==> config.mk <==
export PLATFORM = sky130hd
export DESIGN_NAME = dircc_rx_top
export DESIGN_NICKNAME = d
export VERILOG_FILES = /design/src/dircc_types_pkg.sv /design/src/dircc_stream_pkg.sv /design/src/dircc_st_if.sv /design/src/dircc_sync_fifo.sv /design/src/dircc_packet_receiver.sv /design/src/dircc_rx_regs.sv /design/src/dircc_rx_top.sv
export SDC_FILE = /design/constraint.sdc
export NUM_CORES = 1
export LEC_CHECK = 0
export ABC_AREA = 1
export BUFFER_PORTS_ARGS = -buffer_cell sky130_fd_sc_hd__buf_2
export CORE_ASPECT_RATIO = 0.75
export CORE_UTILIZATION = 58
export CTS_CLUSTER_SIZE = 12
export DETAILED_ROUTE_END_ITERATION = 7
export PLACE_DENSITY_LB_ADDON = 0.2
export SYNTH_ARGS = -nofsm -noshare
export SYNTH_HDL_FRONTEND = slang
export SYNTH_SLANG_ARGS = --single-unit
==> constraint.sdc <==
create_clock -name clk -period 31.3 [get_ports clk]
set_input_delay 6.26 -clock clk [delete_from_list [all_inputs] [get_ports clk]]
set_output_delay 6.26 -clock clk [all_outputs]
set_load 0.05 [all_outputs]
==> src/dircc_types_pkg.sv <==
`default_nettype none

package dircc_types_pkg;

  // two-state flag used inside the design
  typedef enum logic {
    FALSE = 1'b0,
    TRUE  = 1'b1
  } bool;

  // node address as carried in two beats of a frame
  typedef struct packed {
    logic [31:0] hw_addr;
    logic [15:0] sw_addr;
    logic [6:0]  port;
    logic        flag;
  } node_addr_t;

  // one reassembled message, 240 bits
  typedef struct packed {
    node_addr_t  dest_addr;
    node_addr_t  src_addr;
    logic [31:0] lamport;      // sender logical clock
    logic [95:0] data;         // word 0 in the low bits
  } packet_t;

endpackage : dircc_types_pkg

`default_nettype wire

==> src/dircc_stream_pkg.sv <==
`default_nettype none

package dircc_stream_pkg;

  localparam int BEAT_WIDTH = 32;

  // one stream beat with its framing marks
  typedef struct packed {
    logic [BEAT_WIDTH-1:0] data;
    logic                  sop;
    logic                  eop;
  } beat_t;

  localparam int BEATS_PER_PACKET   = 8;
  localparam int BEAT_FIFO_DEPTH    = 8;
  localparam int PACKET_QUEUE_DEPTH = 4;

  localparam int CFG_ADDR_WIDTH = 3;

  // register map
  localparam logic [CFG_ADDR_WIDTH-1:0] REG_CTRL      = 3'd0;  // bit 0 filter enable
  localparam logic [CFG_ADDR_WIDTH-1:0] REG_LOCAL_HW  = 3'd1;
  localparam logic [CFG_ADDR_WIDTH-1:0] REG_ACCEPTED  = 3'd2;
  localparam logic [CFG_ADDR_WIDTH-1:0] REG_DROPPED   = 3'd3;
  localparam logic [CFG_ADDR_WIDTH-1:0] REG_FRAME_ERR = 3'd4;

endpackage : dircc_stream_pkg

`default_nettype wire

==> src/dircc_st_if.sv <==
`timescale 1ns/1ps
`default_nettype none

interface dircc_st_if #(
  parameter int WIDTH = 32
);

  logic [WIDTH-1:0] data;
  logic             sop;
  logic             eop;
  logic             valid;
  logic             ready;   // driven by the sink

  // source holds data, sop, eop and valid until valid && ready
  modport source (output data, output sop, output eop, output valid, input ready);

  modport sink (input data, input sop, input eop, input valid, output ready);

endinterface : dircc_st_if

`default_nettype wire

==> src/dircc_sync_fifo.sv <==
`timescale 1ns/1ps
`default_nettype none

module dircc_sync_fifo #(
  parameter type item_t = logic,
  parameter int  DEPTH  = 4
) (
  input  logic  clk,
  input  logic  reset_n,

  input  item_t in_item,
  input  logic  in_valid,
  output logic  in_ready,

  output item_t out_item,
  output logic  out_valid,
  input  logic  out_ready
);

  import dircc_types_pkg::*;

  typedef logic [$clog2(DEPTH)-1:0]   ptr_t;
  typedef logic [$clog2(DEPTH+1)-1:0] count_t;

  item_t  mem [DEPTH];
  ptr_t   wr_ptr;
  ptr_t   rd_ptr;
  count_t count;
  count_t count_n;
  bool    do_push;
  bool    do_pop;

  function automatic ptr_t ptr_inc(input ptr_t p);
    return (p == ptr_t'(DEPTH - 1)) ? '0 : p + 1'b1;  // wrap for any depth
  endfunction

  assign do_push = bool'(in_valid && in_ready);
  assign do_pop  = bool'(out_valid && out_ready);

  // show-ahead, head is always on the output
  assign out_item  = mem[rd_ptr];
  assign out_valid = (count != '0);

  always_comb begin
    count_n = count;
    if (do_push == TRUE && do_pop == FALSE) begin
      count_n = count + 1'b1;
    end else if (do_push == FALSE && do_pop == TRUE) begin
      count_n = count - 1'b1;
    end
  end

  always_ff @(posedge clk or negedge reset_n) begin
    if (!reset_n) begin
      wr_ptr   <= '0;
      rd_ptr   <= '0;
      count    <= '0;
      in_ready <= 1'b0;  // held off until out of reset
    end else begin
      if (do_push == TRUE) begin
        wr_ptr <= ptr_inc(wr_ptr);
      end
      if (do_pop == TRUE) begin
        rd_ptr <= ptr_inc(rd_ptr);
      end
      count    <= count_n;
      in_ready <= (count_n != count_t'(DEPTH));  // low only when full
    end
  end

  always_ff @(posedge clk) begin
    if (do_push == TRUE) begin
      mem[wr_ptr] <= in_item;
    end
  end

endmodule : dircc_sync_fifo

`default_nettype wire

==> src/dircc_packet_receiver.sv <==
`timescale 1ns/1ps
`default_nettype none

module dircc_packet_receiver (
  input  logic                     clk,
  input  logic                     reset_n,

  dircc_st_if.sink                 st,

  input  logic                     filter_enable,
  input  logic [31:0]              local_hw_addr,

  output dircc_types_pkg::packet_t push_packet,
  output logic                     push_valid,
  input  logic                     push_ready,

  output logic                     pkt_accepted,
  output logic                     pkt_dropped,
  output logic                     frame_error
);

  import dircc_types_pkg::*;
  import dircc_stream_pkg::*;

  typedef logic [$clog2(BEATS_PER_PACKET)-1:0] beat_idx_t;

  typedef enum logic [1:0] {
    S_COLLECT,    // building a frame
    S_HUNT_SOP,   // dropping beats until sop
    S_HUNT_EOP,   // dropping beats through eop
    S_DELIVER     // complete frame waiting on the queue
  } rx_state_t;

  rx_state_t state;
  beat_idx_t beat_cnt;
  packet_t   asm_pkt;
  logic      rx_ready;
  logic      take_beat;
  logic      last_beat;
  bool       addr_match;

  assign st.ready  = rx_ready;
  assign take_beat = st.valid && rx_ready;
  assign last_beat = (beat_cnt == beat_idx_t'(BEATS_PER_PACKET - 1));

  assign addr_match = bool'(!filter_enable || asm_pkt.dest_addr.hw_addr == local_hw_addr);

  assign push_packet = asm_pkt;
  assign push_valid  = (state == S_DELIVER) && (addr_match == TRUE) && push_ready;

  // fields land in frame order, no reset on the payload
  always_ff @(posedge clk) begin
    if (take_beat && (state == S_COLLECT || state == S_HUNT_SOP)) begin
      case (beat_cnt)
        3'd0: asm_pkt.dest_addr.hw_addr <= st.data;
        3'd1: begin
          {asm_pkt.dest_addr.sw_addr, asm_pkt.dest_addr.port,
           asm_pkt.dest_addr.flag} <= st.data[31:8];
        end
        3'd2: asm_pkt.src_addr.hw_addr <= st.data;
        3'd3: begin
          {asm_pkt.src_addr.sw_addr, asm_pkt.src_addr.port,
           asm_pkt.src_addr.flag} <= st.data[31:8];
        end
        3'd4: asm_pkt.lamport <= st.data;
        3'd5: asm_pkt.data[31:0] <= st.data;
        3'd6: asm_pkt.data[63:32] <= st.data;
        default: asm_pkt.data[95:64] <= st.data;
      endcase
    end
  end

  always_ff @(posedge clk or negedge reset_n) begin
    if (!reset_n) begin
      state        <= S_COLLECT;
      beat_cnt     <= '0;
      rx_ready     <= 1'b0;
      pkt_accepted <= 1'b0;
      pkt_dropped  <= 1'b0;
      frame_error  <= 1'b0;
    end else begin
      pkt_accepted <= 1'b0;
      pkt_dropped  <= 1'b0;
      frame_error  <= 1'b0;
      rx_ready     <= 1'b1;
      case (state)
        S_COLLECT, S_HUNT_SOP: begin
          if (take_beat) begin
            if (beat_cnt == '0 && !st.sop) begin
              frame_error <= (state == S_COLLECT);  // counted once per hunt
              state       <= S_HUNT_SOP;
            end else if (st.eop && !last_beat) begin
              frame_error <= 1'b1;  // short frame
              beat_cnt    <= '0;
              state       <= S_COLLECT;
            end else if (last_beat) begin
              beat_cnt <= '0;
              if (st.eop) begin
                state    <= S_DELIVER;
                rx_ready <= 1'b0;
              end else begin
                frame_error <= 1'b1;  // long frame
                state       <= S_HUNT_EOP;
              end
            end else begin
              beat_cnt <= beat_cnt + 1'b1;
              state    <= S_COLLECT;
            end
          end
        end
        S_HUNT_EOP: begin
          if (take_beat && st.eop) begin
            state <= S_COLLECT;
          end
        end
        S_DELIVER: begin
          if (addr_match == FALSE) begin
            pkt_dropped <= 1'b1;
            state       <= S_COLLECT;
          end else if (push_ready) begin
            pkt_accepted <= 1'b1;
            state        <= S_COLLECT;
          end else begin
            rx_ready <= 1'b0;  // queue full, stall the stream
          end
        end
        default: state <= S_COLLECT;
      endcase
    end
  end

endmodule : dircc_packet_receiver

`default_nettype wire

==> src/dircc_rx_regs.sv <==
`timescale 1ns/1ps
`default_nettype none

module dircc_rx_regs (
  input  logic                                      clk,
  input  logic                                      reset_n,

  input  logic                                      cfg_write,
  input  logic [dircc_stream_pkg::CFG_ADDR_WIDTH-1:0] cfg_addr,
  input  logic [31:0]                               cfg_wdata,
  output logic [31:0]                               cfg_rdata,

  output logic                                      filter_enable,
  output logic [31:0]                               local_hw_addr,

  input  logic                                      pkt_accepted,
  input  logic                                      pkt_dropped,
  input  logic                                      frame_error
);

  import dircc_stream_pkg::*;

  logic [31:0] accepted_cnt;
  logic [31:0] dropped_cnt;
  logic [31:0] frame_err_cnt;
  logic        clr_accepted;
  logic        clr_dropped;
  logic        clr_frame_err;

  // saturating count, a clear with a same-edge event leaves 1
  function automatic logic [31:0] next_count(input logic [31:0] cnt,
                                             input logic        clr,
                                             input logic        evt);
    logic [31:0] nxt;
    if (clr) begin
      nxt = {31'd0, evt};
    end else if (evt && cnt != '1) begin
      nxt = cnt + 1'b1;
    end else begin
      nxt = cnt;
    end
    return nxt;
  endfunction

  assign clr_accepted  = cfg_write && (cfg_addr == REG_ACCEPTED);
  assign clr_dropped   = cfg_write && (cfg_addr == REG_DROPPED);
  assign clr_frame_err = cfg_write && (cfg_addr == REG_FRAME_ERR);

  always_ff @(posedge clk or negedge reset_n) begin
    if (!reset_n) begin
      filter_enable <= 1'b0;
      local_hw_addr <= '0;
      accepted_cnt  <= '0;
      dropped_cnt   <= '0;
      frame_err_cnt <= '0;
    end else begin
      if (cfg_write && cfg_addr == REG_CTRL) begin
        filter_enable <= cfg_wdata[0];
      end
      if (cfg_write && cfg_addr == REG_LOCAL_HW) begin
        local_hw_addr <= cfg_wdata;
      end
      accepted_cnt  <= next_count(accepted_cnt, clr_accepted, pkt_accepted);
      dropped_cnt   <= next_count(dropped_cnt, clr_dropped, pkt_dropped);
      frame_err_cnt <= next_count(frame_err_cnt, clr_frame_err, frame_error);
    end
  end

  always_comb begin
    case (cfg_addr)
      REG_CTRL:      cfg_rdata = {31'd0, filter_enable};
      REG_LOCAL_HW:  cfg_rdata = local_hw_addr;
      REG_ACCEPTED:  cfg_rdata = accepted_cnt;
      REG_DROPPED:   cfg_rdata = dropped_cnt;
      REG_FRAME_ERR: cfg_rdata = frame_err_cnt;
      default:       cfg_rdata = '0;  // unmapped
    endcase
  end

endmodule : dircc_rx_regs

`default_nettype wire

==> src/dircc_rx_top.sv <==
`timescale 1ns/1ps
`default_nettype none

module dircc_rx_top (
  input  logic                                        clk,
  input  logic                                        reset_n,

  input  logic [dircc_stream_pkg::BEAT_WIDTH-1:0]     in_data,
  input  logic                                        in_sop,
  input  logic                                        in_eop,
  input  logic                                        in_valid,
  output logic                                        in_ready,

  input  logic                                        read_packet,
  output logic                                        packet_valid,
  output dircc_types_pkg::packet_t                    packet_data,

  input  logic                                        cfg_write,
  input  logic [dircc_stream_pkg::CFG_ADDR_WIDTH-1:0] cfg_addr,
  input  logic [31:0]                                 cfg_wdata,
  output logic [31:0]                                 cfg_rdata
);

  import dircc_types_pkg::*;
  import dircc_stream_pkg::*;

  beat_t       in_beat;
  beat_t       fifo_beat;
  packet_t     rx_packet;
  logic        rx_push_valid;
  logic        rx_push_ready;
  logic        filter_enable;
  logic [31:0] local_hw_addr;
  logic        pkt_accepted;
  logic        pkt_dropped;
  logic        frame_error;

  dircc_st_if #(.WIDTH(BEAT_WIDTH)) st_beats ();

  assign in_beat = '{data: in_data, sop: in_sop, eop: in_eop};

  // fifo head onto the stream interface
  assign st_beats.data = fifo_beat.data;
  assign st_beats.sop  = fifo_beat.sop;
  assign st_beats.eop  = fifo_beat.eop;

  dircc_sync_fifo #(
    .item_t (beat_t),
    .DEPTH  (BEAT_FIFO_DEPTH)
  ) beat_fifo (
    .clk       (clk),
    .reset_n   (reset_n),
    .in_item   (in_beat),
    .in_valid  (in_valid),
    .in_ready  (in_ready),
    .out_item  (fifo_beat),
    .out_valid (st_beats.valid),
    .out_ready (st_beats.ready)
  );

  dircc_packet_receiver receiver (
    .clk           (clk),
    .reset_n       (reset_n),
    .st            (st_beats.sink),
    .filter_enable (filter_enable),
    .local_hw_addr (local_hw_addr),
    .push_packet   (rx_packet),
    .push_valid    (rx_push_valid),
    .push_ready    (rx_push_ready),
    .pkt_accepted  (pkt_accepted),
    .pkt_dropped   (pkt_dropped),
    .frame_error   (frame_error)
  );

  dircc_sync_fifo #(
    .item_t (packet_t),
    .DEPTH  (PACKET_QUEUE_DEPTH)
  ) packet_queue (
    .clk       (clk),
    .reset_n   (reset_n),
    .in_item   (rx_packet),
    .in_valid  (rx_push_valid),
    .in_ready  (rx_push_ready),
    .out_item  (packet_data),
    .out_valid (packet_valid),
    .out_ready (read_packet)   // pop ignored when empty
  );

  dircc_rx_regs rx_regs (
    .clk           (clk),
    .reset_n       (reset_n),
    .cfg_write     (cfg_write),
    .cfg_addr      (cfg_addr),
    .cfg_wdata     (cfg_wdata),
    .cfg_rdata     (cfg_rdata),
    .filter_enable (filter_enable),
    .local_hw_addr (local_hw_addr),
    .pkt_accepted  (pkt_accepted),
    .pkt_dropped   (pkt_dropped),
    .frame_error   (frame_error)
  );

endmodule : dircc_rx_top

`default_nettype wire

# ---- Word level (Yosys, flattened, before mapping)
# Memory sizes are Yosys's and may differ from the RTL's.
# Cells that the tools add are included.
dict set report word_totals {
  wordCells 172
  in_bits 74
  n_memories 2
  out_inout_bits 274
  ramBits 1232
  reg_bits 397
}
# memory words word_bits read_ports rd_clocked_by_memory_dff wr line
set mem_list {}
lappend mem_list {packet_queue.mem 4 240 1 0 1 dircc_sync_fifo.sv:25} ;# item_t mem [DEPTH];
lappend mem_list {beat_fifo.mem 8 34 1 0 1 dircc_sync_fifo.sv:25}
dict set report op_classes {
  n_addsub 12
  n_bitwise 6
  n_mux 47
  n_eq_ne 27
  n_reduce_logical 47
}
# operator n
set op_table {}
lappend op_table {{$mux 32} 6}
lappend op_table {{$pmux 32 s5} 1}
lappend op_table {{$add 32x1->32 const B} 3}
lappend op_table {{$ne 32x32->1 const B} 3}
lappend op_table {{$eq 32x32->1} 1}
lappend op_table {{$logic_and 1x1->1} 22}
lappend op_table {{$eq 3x3->1 const B} 7}
lappend op_table {{$mux 1} 21}
lappend op_table {{$mux 2} 9}
lappend op_table {{$mux 3} 6}
lappend op_table {{$reduce_and 2->1} 8}
lappend op_table {{$add 3x1->3 const B} 4}
lappend op_table {{$eq 3x2->1 const B} 4}
lappend op_table {{$eq 2x2->1 const B} 4}
lappend op_table {{$mux 4} 2}
lappend op_table {{$reduce_or 7->1} 1}
lappend op_table {{$eq 3x1->1 const B} 2}
lappend op_table {{$logic_not 3->1} 2}
lappend op_table {{$not 1->1} 6}
lappend op_table {{$pmux 2 s3} 1}
lappend op_table {{$reduce_and 3->1} 2}
lappend op_table {{$reduce_bool 2->1} 3}
lappend op_table {{$add 2x1->2 const B} 2}
lappend op_table {{$add 4x1->4 const B} 1}
lappend op_table {{other kinds (15)} 18}

# ---- Depth between registers and ports, before layout
# Gate-level depths: netlist of run 1.
dict set report depth {
  word_depth 10
  mapped_depth 16
  depth_no_buf 16
}

# ---- Modules after synthesis
# Synthesis of run 1 repeated with hierarchy kept, for this count alone.
dict set report unflattened {
  hier_cells 4869
  area_unflattened_um2 63736.1
}
# mod area_each_um2 n_inst cells_per_inst seq_area_each_um2
set by_module_without_submodules {}
lappend by_module_without_submodules {{dircc_sync_fifo (packet_queue)} 35774.3 1 2386 29027.8}
lappend by_module_without_submodules {{dircc_sync_fifo (beat_fifo)} 11197.0 1 861 8443.1}
lappend by_module_without_submodules {dircc_rx_regs 8474.4 1 1210 3228.1}
lappend by_module_without_submodules {dircc_packet_receiver 8290.5 1 412 7432.1}

# ---- Worst setup path after synthesis of run 1
# OpenSTA, ideal clock, no wires.
dict set report synth_timing {
  path_kind {input port to output port}
  start {input port cfg_addr[0] (netlist name)}
  end {output port cfg_rdata[29]}
  t_required_ns 25.040
  arrival_time_ns 7.723
  path_buffers 2
  path_slack_ns 17.317
  cell_stages 6
  cell_sequence {inv_1 nor2_1 nand2_1 buf_2 buf_1 o2111ai_1}
}
dict set report synth_between {
  elab_chain_len 2
  elab_cells_between_ends 6
  classes_between {4 x eq/ne; 1 x mux; 1 x reduce/logical}
}
# element line
set synth_rtl {}
lappend synth_rtl {{start: declaration} dircc_rx_top.sv:19} ;# input logic [dircc_stream_pkg::CFG_ADDR_WIDTH-1:0] cfg_addr,
lappend synth_rtl {{$eq 3x3->1 (tied with other cells)} dircc_rx_regs.sv:70} ;# case (cfg_addr)
lappend synth_rtl {{$pmux 32 s5 (*)} dircc_rx_regs.sv:70}
lappend synth_rtl {{end: declaration} dircc_rx_top.sv:21} ;# output logic [31:0] cfg_rdata
# Mark *: on every way between the ends. The rest lies on a longest branch, timed or not.

# ---- Worst setup path in the final report of run 1
dict set report layout_timing {
  start {input port cfg_addr[1] (netlist name)}
  end {output port cfg_rdata[22]}
}
# The elaborated chain is that of the path after synthesis.

==> out/qor.yml, run 1 <==
initial_core_util_pct: 58.8
htreeDepth: 4
wl_per_cell_um: 24.2
ys_ff_latch: 1629
drtAntennaViolNets: 0
cp_slowest_stage_delay_ps: 650
path_class: "in2out"
crit_family: "simple AND/OR/NAND/NOR gates"
antenna_found_initial: 25
min_path_type: "reg2reg"
cts.sinks: 1629
timing.critical_path.mode_cell: "buf_2"
power_leakage_nw: 24.0
gr-total-overflow: 0
grt_max_degree: 229
tns_ps: 0
vias: 38300
grt_pass1_wl_mm: 226
critPathSlowestCell: "nand2_1"
clock_path_buffers: 3
cts_tree: "built"
vdd_drop_max_uv: 97.8
track_usage_pct: 28.2
grt_use_met3_pct: 5.07
layout_commonest_cell: "edfxtp_1"
end_kind: "output port"
dpl_cell_area_mm2: 0.0658
maxCapViolations: 0
final_nets: 5015
rsz0062_at_grt: "false"
fillers: 7348
fin_crit_sh_pct: 46.2
die_area_mm2: 0.109
path_buf_inv: 2
io_buffers: 347
r2r_cells: 13
worstReg2RegEnd: "packet_queue.mem[1][69]$_DFFE_PP_"
core_area_mm2: 0.106
crit_start: "cfg_addr[1]"
synth-warning-count: 0
hold_viol: 0
synthCells: 4571
drv_slew: 0
vias_per_cell: 5.98
cts_setup_buffers: 0
path_max_fanout: 31
ys_seq_area_share_pct: 77.3
cts_buffers: 157
crit_end: "cfg_rdata[22]"
critPathLaunchType: "input port"
hold_buffers: 0
clkLatencyLatePin_ps: 780
rows: 103
place.gp.congestion: 0.948
path_clk_slew_ps: 60
final.min_clock_period_ps: 14460
cts_resized: 0
grt.met2_usage_pct: 43.3
hold_ws_ps: 475
r2r-start: "receiver.push_packet[213]$_DFFE_PP_"
drive_above_1_share_pct: 14.2
cts_root_buf: "clkbuf_16"
cp.arrival_ps: 8200
dp_cells: 6173
critical_path.cell_chain: "buf_2 -> nor2_1 -> nand2_1 -> o22ai_1 -> a221o_1 -> buf_2"
syn_to_final_growth_pct: 12.8
ios: 348
reg2reg_slack_ps: 26450
max_slew_margin_pct: 18.0
grt_util_met1_pct: 41.1
die_h_um: 286
drt-total-wl_mm: 155
dp_hpwl_mm: 88.9
final_cell_mix: "edfxtp_1 (1472), nor2_1 (829), o21ai_0 (680)"
fmax_ghz: 0.0692
ys_types: 49
syn_avg_cell_area_um2: 13.6
grt_pass1_vias: 35300
syn_nets: 4671
crit_cells: 6
first_iter_violations: 4636
layout.cells.non_filler: 6408
drc_errors: 0
finish.instance_area_mm2: 0.0703
status: "complete, no violations"
die_w_um: 380
synth_area_mm2: 0.0623
busiest_layer: "met2"
tightest_slew_ps: 1230
clock_skew_ps: 54.5
final_core_util_pct: 66.4
required_ps: 25040
pwr_density_cell_mw_per_mm2: 105
dr.pass1.iters: 6
setup_viol: 0
==> state kept, by name (all words and copies together), names as in the netlist, 3 cells and up <==
signal	count
rx_regs.local_hw_addr	32
rx_regs.dropped_cnt	32
receiver.beat_cnt	3
beat_fifo.count	4
receiver.push_packet	240
packet_queue.count	3
rx_regs.accepted_cnt	32
rx_regs.frame_err_cnt	32
beat_fifo.mem	272
beat_fifo.rd_ptr	3
packet_queue.mem	960
beat_fifo.wr_ptr	3
==> synthesized netlist by cell type (all sizes together) <==
library cell | instances | area [um2]
a22oi | 1 | 7.51
dfrtp | 157 | 3930
o221ai | 1 | 8.76
and2 | 1 | 6.26
o31ai | 5 | 37.5
o41ai | 1 | 8.76
a21boi | 1 | 7.51
a21oi | 62 | 314
nand4 | 31 | 200
o21ai | 682 | 3410
ha | 26 | 325
o22ai | 301 | 1880
a31oi | 37 | 231
and3 | 1 | 6.26
a221oi | 1 | 8.76
buf | 28 | 144
or2 | 3 | 18.8
o21bai | 2 | 15.0
clkbuf | 211 | 792
o2111ai | 5 | 43.8
o21a | 10 | 75.1
edfxtp | 1472 | 44200
nor3 | 75 | 402
inv | 186 | 698
mux2 | 23 | 259
a211oi | 2 | 15.0
nand3 | 60 | 300
nand2 | 256 | 976
xnor2 | 24 | 210
nor4 | 4 | 31.3
nor3b | 5 | 37.5
xor2 | 20 | 175
clkinv | 2 | 7.51
a221o | 26 | 260
nor2 | 849 | 3210
==> power breakdown <==
group / total, mW / switching (mW) / leakage [nW] / internal [mW]
clock: 1.69 / 0.759 / 2.13 / 0.933
sequential: 2.99 / 0.196 / 15.3 / 2.80
combinational: 2.71 / 2.16 / 6.51 / 0.547
total: 7.39 / 3.12 / 24.0 / 4.28
==> how the worst min path moves through the flow <==
stage	cells past startpoint	to	slack, ps	startpoint
floorplan	1	rx_regs.dropped_cnt[16]$_DFFE_PN0P_	440	rx_regs.dropped_cnt[16]$_DFFE_PN0P_
global placement	1	rx_regs.dropped_cnt[16]$_DFFE_PN0P_	460	rx_regs.dropped_cnt[16]$_DFFE_PN0P_
detailed placement	1	rx_regs.dropped_cnt[16]$_DFFE_PN0P_	460	rx_regs.dropped_cnt[16]$_DFFE_PN0P_
CTS	1	rx_regs.dropped_cnt[16]$_DFFE_PN0P_	470	rx_regs.dropped_cnt[16]$_DFFE_PN0P_
global route	0	packet_queue.mem[2][127]$_DFFE_PP_	500	receiver.push_packet[127]$_DFFE_PP_
finish	1	rx_regs.dropped_cnt[16]$_DFFE_PN0P_	470	rx_regs.dropped_cnt[16]$_DFFE_PN0P_
==> per-layer routing <==
layer	share of wire, %	up-vias
li1	-	17500
met1	41	18900
met2	47	1710
met3	8.5	256
met4	3.3	14
met5	0.060	-
==> area by class of cell <==
| cell class | count | area (um2) | area share, % |
|---|---|---|---|
| Antenna cell | 8 | 20.0 | 0.0285 |
| Clock buffer | 207 | 4200 | 5.98 |
| Clock inverter | 20 | 205 | 0.292 |
| Inverter | 188 | 719 | 1.02 |
| Multi-Input combinational cell | 2515 | 12800 | 18.3 |
| Sequential cell | 1629 | 48100 | 68.5 |
| Tap cell | 1417 | 1770 | 2.52 |
| Timing Repair Buffer | 424 | 2360 | 3.36 |
==> cells by family (layout without fill, tap and decap cells) <==
group,after synthesis,count (layout),share of synthesized area (%)
fa+ha+maj,26,26,0.522
compound gates,1137,1137,10.2
mux,23,23,0.416
other cells,0,8,0
flops,1629,1629,77.3
buf+inv,427,839,2.64
simple gates,1285,1285,8.34
xor+xnor,44,44,0.619
==> through the flow <==
stage	worst slack [ps]	power, mW
final	16840	7.39
after global routing	16740	7.66
after CTS	16880	7.42
after detailed placement	16900	5.74
after global placement	16860	5.70
after floorplan	17320	4.67
(Power assumes the default switching activity.)
==> run 2: changes to the inputs <==
- CORE_UTILIZATION: 58 -> 55
- clock period: 31.3 -> 12.97 ns (I/O delays scaled with it)
==> out/qor.yml, run 2 (synthesized netlist as in run 1, its figures left out) <==
status: "complete, no violations"
rsz0062_at_grt: "false"
drtAntennaViolNets: 0  # unchanged
syn_to_final_growth_pct: 13.3
pre_cts_ws_ps: 6040  # -10860 ps
power_leakage_nw: 24.0  # +0.26%
ios: 348  # unchanged
path_max_fanout: 115  # +270%
fin_ws_ps: 5500  # -11340 ps
antenna_found_initial: 27  # +8.0%
dp_cells: 6264  # +1.5%
path_class: "reg2out"
cts.sinks: 1629  # unchanged
r2r_cells: 11  # -2
drc_errors: 0  # unchanged
first_iter_violations: 4173  # -10%
max_slew_margin_pct: 19.1  # +1.1 points
setup_viol: 0  # unchanged
final.min_clock_period_ps: 7470
worstReg2RegEnd: "packet_queue.mem[3][55]$_DFFE_PP_"
hold_buffers: 0  # unchanged
cts_buffers: 160  # +1.9%
required_ps: 10380  # -14660 ps
gr-total-overflow: 0  # unchanged
p_seq_share_pct: 40.2  # -0.3 points
vias_per_cell: 5.85  # -2.1%
drt-total-wl_mm: 157  # +1.5%
grt_max_degree: 214  # -6.6%
cts_root_buf: "clkbuf_16"
tns_ps: 0  # unchanged
track_usage_pct: 27.2  # -1.0 points
pwr-share-clk_pct: 23.4  # +0.5 points
hold_ws_ps: 488  # +13.3 ps
fmax_ghz: 0.134
rows: 106  # +2.9%
min_to: "packet_queue.mem[0][206]$_DFFE_PP_"
clkLatencyLatePin_ps: 790  # about the same
min_path_cells: 0  # -1
p_sw_mw: 7.51  # +140%
cts_resized: 0  # unchanged
die_area_mm2: 0.115  # +5.4%
r2r-start: "rx_regs.local_hw_addr[9]$_DFFE_PN0P_"
final_nets: 5014  # -0.020%
vdd_drop_max_uv: 190  # +94%
cts_tree: "built"
die_w_um: 391  # +2.7%
dr.pass1.iters: 6  # unchanged
largest_reg_flops: 960  # unchanged
tightest_slew_ps: 1210  # -20.1 ps
pwr_density_cell_mw_per_mm2: 254  # +140%
core_area_mm2: 0.112  # +5.7%
clock_skew_ps: 33.4  # -21.1 ps
critPathLaunchType: "flop"
grt_pass1_wl_mm: 228  # +0.78%
end_kind: "output port"
dp_hpwl_mm: 90.2  # +1.4%
cts_setup_buffers: 0  # unchanged
finish.instance_area_mm2: 0.0705  # +0.38%
min_path_type: "reg2reg"
path_clk_slew_ps: 60  # about the same
layout.cells.non_filler: 6498  # +1.4%
final_cell_mix: "edfxtp_1 (1472), nor2_1 (829), o21ai_0 (680)"
clock_path_buffers: 3  # unchanged
fin_crit_sh_pct: 57.6
maxCapViolations: 0  # unchanged
grt_pass1_vias: 35200  # -0.37%
place.gp.congestion: 0.910  # -4.0%
p_int_mw: 10.4  # +140%
initial_core_util_pct: 55.7  # -3.2 points
vias: 38000  # -0.76%
cp.arrival_ps: 4870  # -3330 ps
io_buffers: 347  # unchanged
layout_commonest_cell: "edfxtp_1"
htreeDepth: 4  # unchanged
hold_viol: 0  # unchanged
dpl_cell_area_mm2: 0.0660  # +0.18%
swShare_pct: 41.9  # -0.26 points
wl_per_cell_um: 24.2  # about the same
reg2reg_slack_ps: 8560  # -17890 ps
drv_slew: 0  # unchanged
largest_register: "packet_queue.mem"
power_frac_comb_pct: 36.5  # about the same
hold_start: "receiver.push_packet[206]$_DFFE_PP_"
drive_above_1_share_pct: 14.4  # +0.13 points
die_h_um: 293  # +2.7%
## run 2: critical path: stages, from the launching register on
cell and delay [ps]:
dfrtp_4 1170, buf_4 860, buf_4 950, o21ai_0 250, o22ai_1 380, buf_2 330
## run 2: worst max-delay path by stage
stage | from | to | slack, ps | cells after the start
after detailed placement | cfg_addr[1] | cfg_rdata[12] | 6040 | 6
after CTS | packet_queue.rd_ptr[0]$_DFFE_PN0P_ | packet_data[69] | 5510 | 5
after global placement | cfg_addr[0] | cfg_rdata[29] | 6030 | 6
after global routing | packet_queue.rd_ptr[0]$_DFFE_PN0P_ | packet_data[69] | 5280 | 5
after floorplan | receiver.push_packet[227]$_DFFE_PP_ | packet_queue.mem[0][0]$_DFFE_PP_ | 1010 | 11
final | packet_queue.rd_ptr[0]$_DFFE_PN0P_ | packet_data[61] | 5500 | 5
## run 2: power by group through the flow
stage               clock [mW]  sequential (mW)  combinational [mW]
detailed placement           0             7.30                6.58
CTS                       4.25             7.19                6.60
global placement             0             7.27                6.52
global route              4.44             7.26                6.89
floorplan                    0             7.12                4.15
finish                    4.19             7.20                6.54
## run 2: metal layers
metal	track usage [%]	vias to the layer above	wire length [um]	share of wire, %
met1	39.1	18800	65400	42
met3	5.45	239	13500	8.6
li1	-	17500	-	-
met5	0	-	80	0.051
met2	41.8	1489	73800	47
met4	9.22	14	4670	3.0
## run 2: layout make-up
type / instances / area [um2]
Antenna cell: 8 / 20.0
Clock buffer: 201 / 4250
Clock inverter: 25 / 297
Fill cell: 8178 / 41300
Inverter: 188 / 719
Multi-Input combinational cell: 2515 / 12900
Sequential cell: 1629 / 48100
Tap cell: 1512 / 1890
Timing Repair Buffer: 420 / 2330
## run 2: through the flow
step | total power, mW | utilization (%)
after floorplan | 11.3 | -
after global placement | 13.8 | 59.0
after detailed placement | 13.9 | 59.0
after CTS | 18.0 | 63.1
after global routing | 18.6 | 63.1
final | 17.9 | 63.1
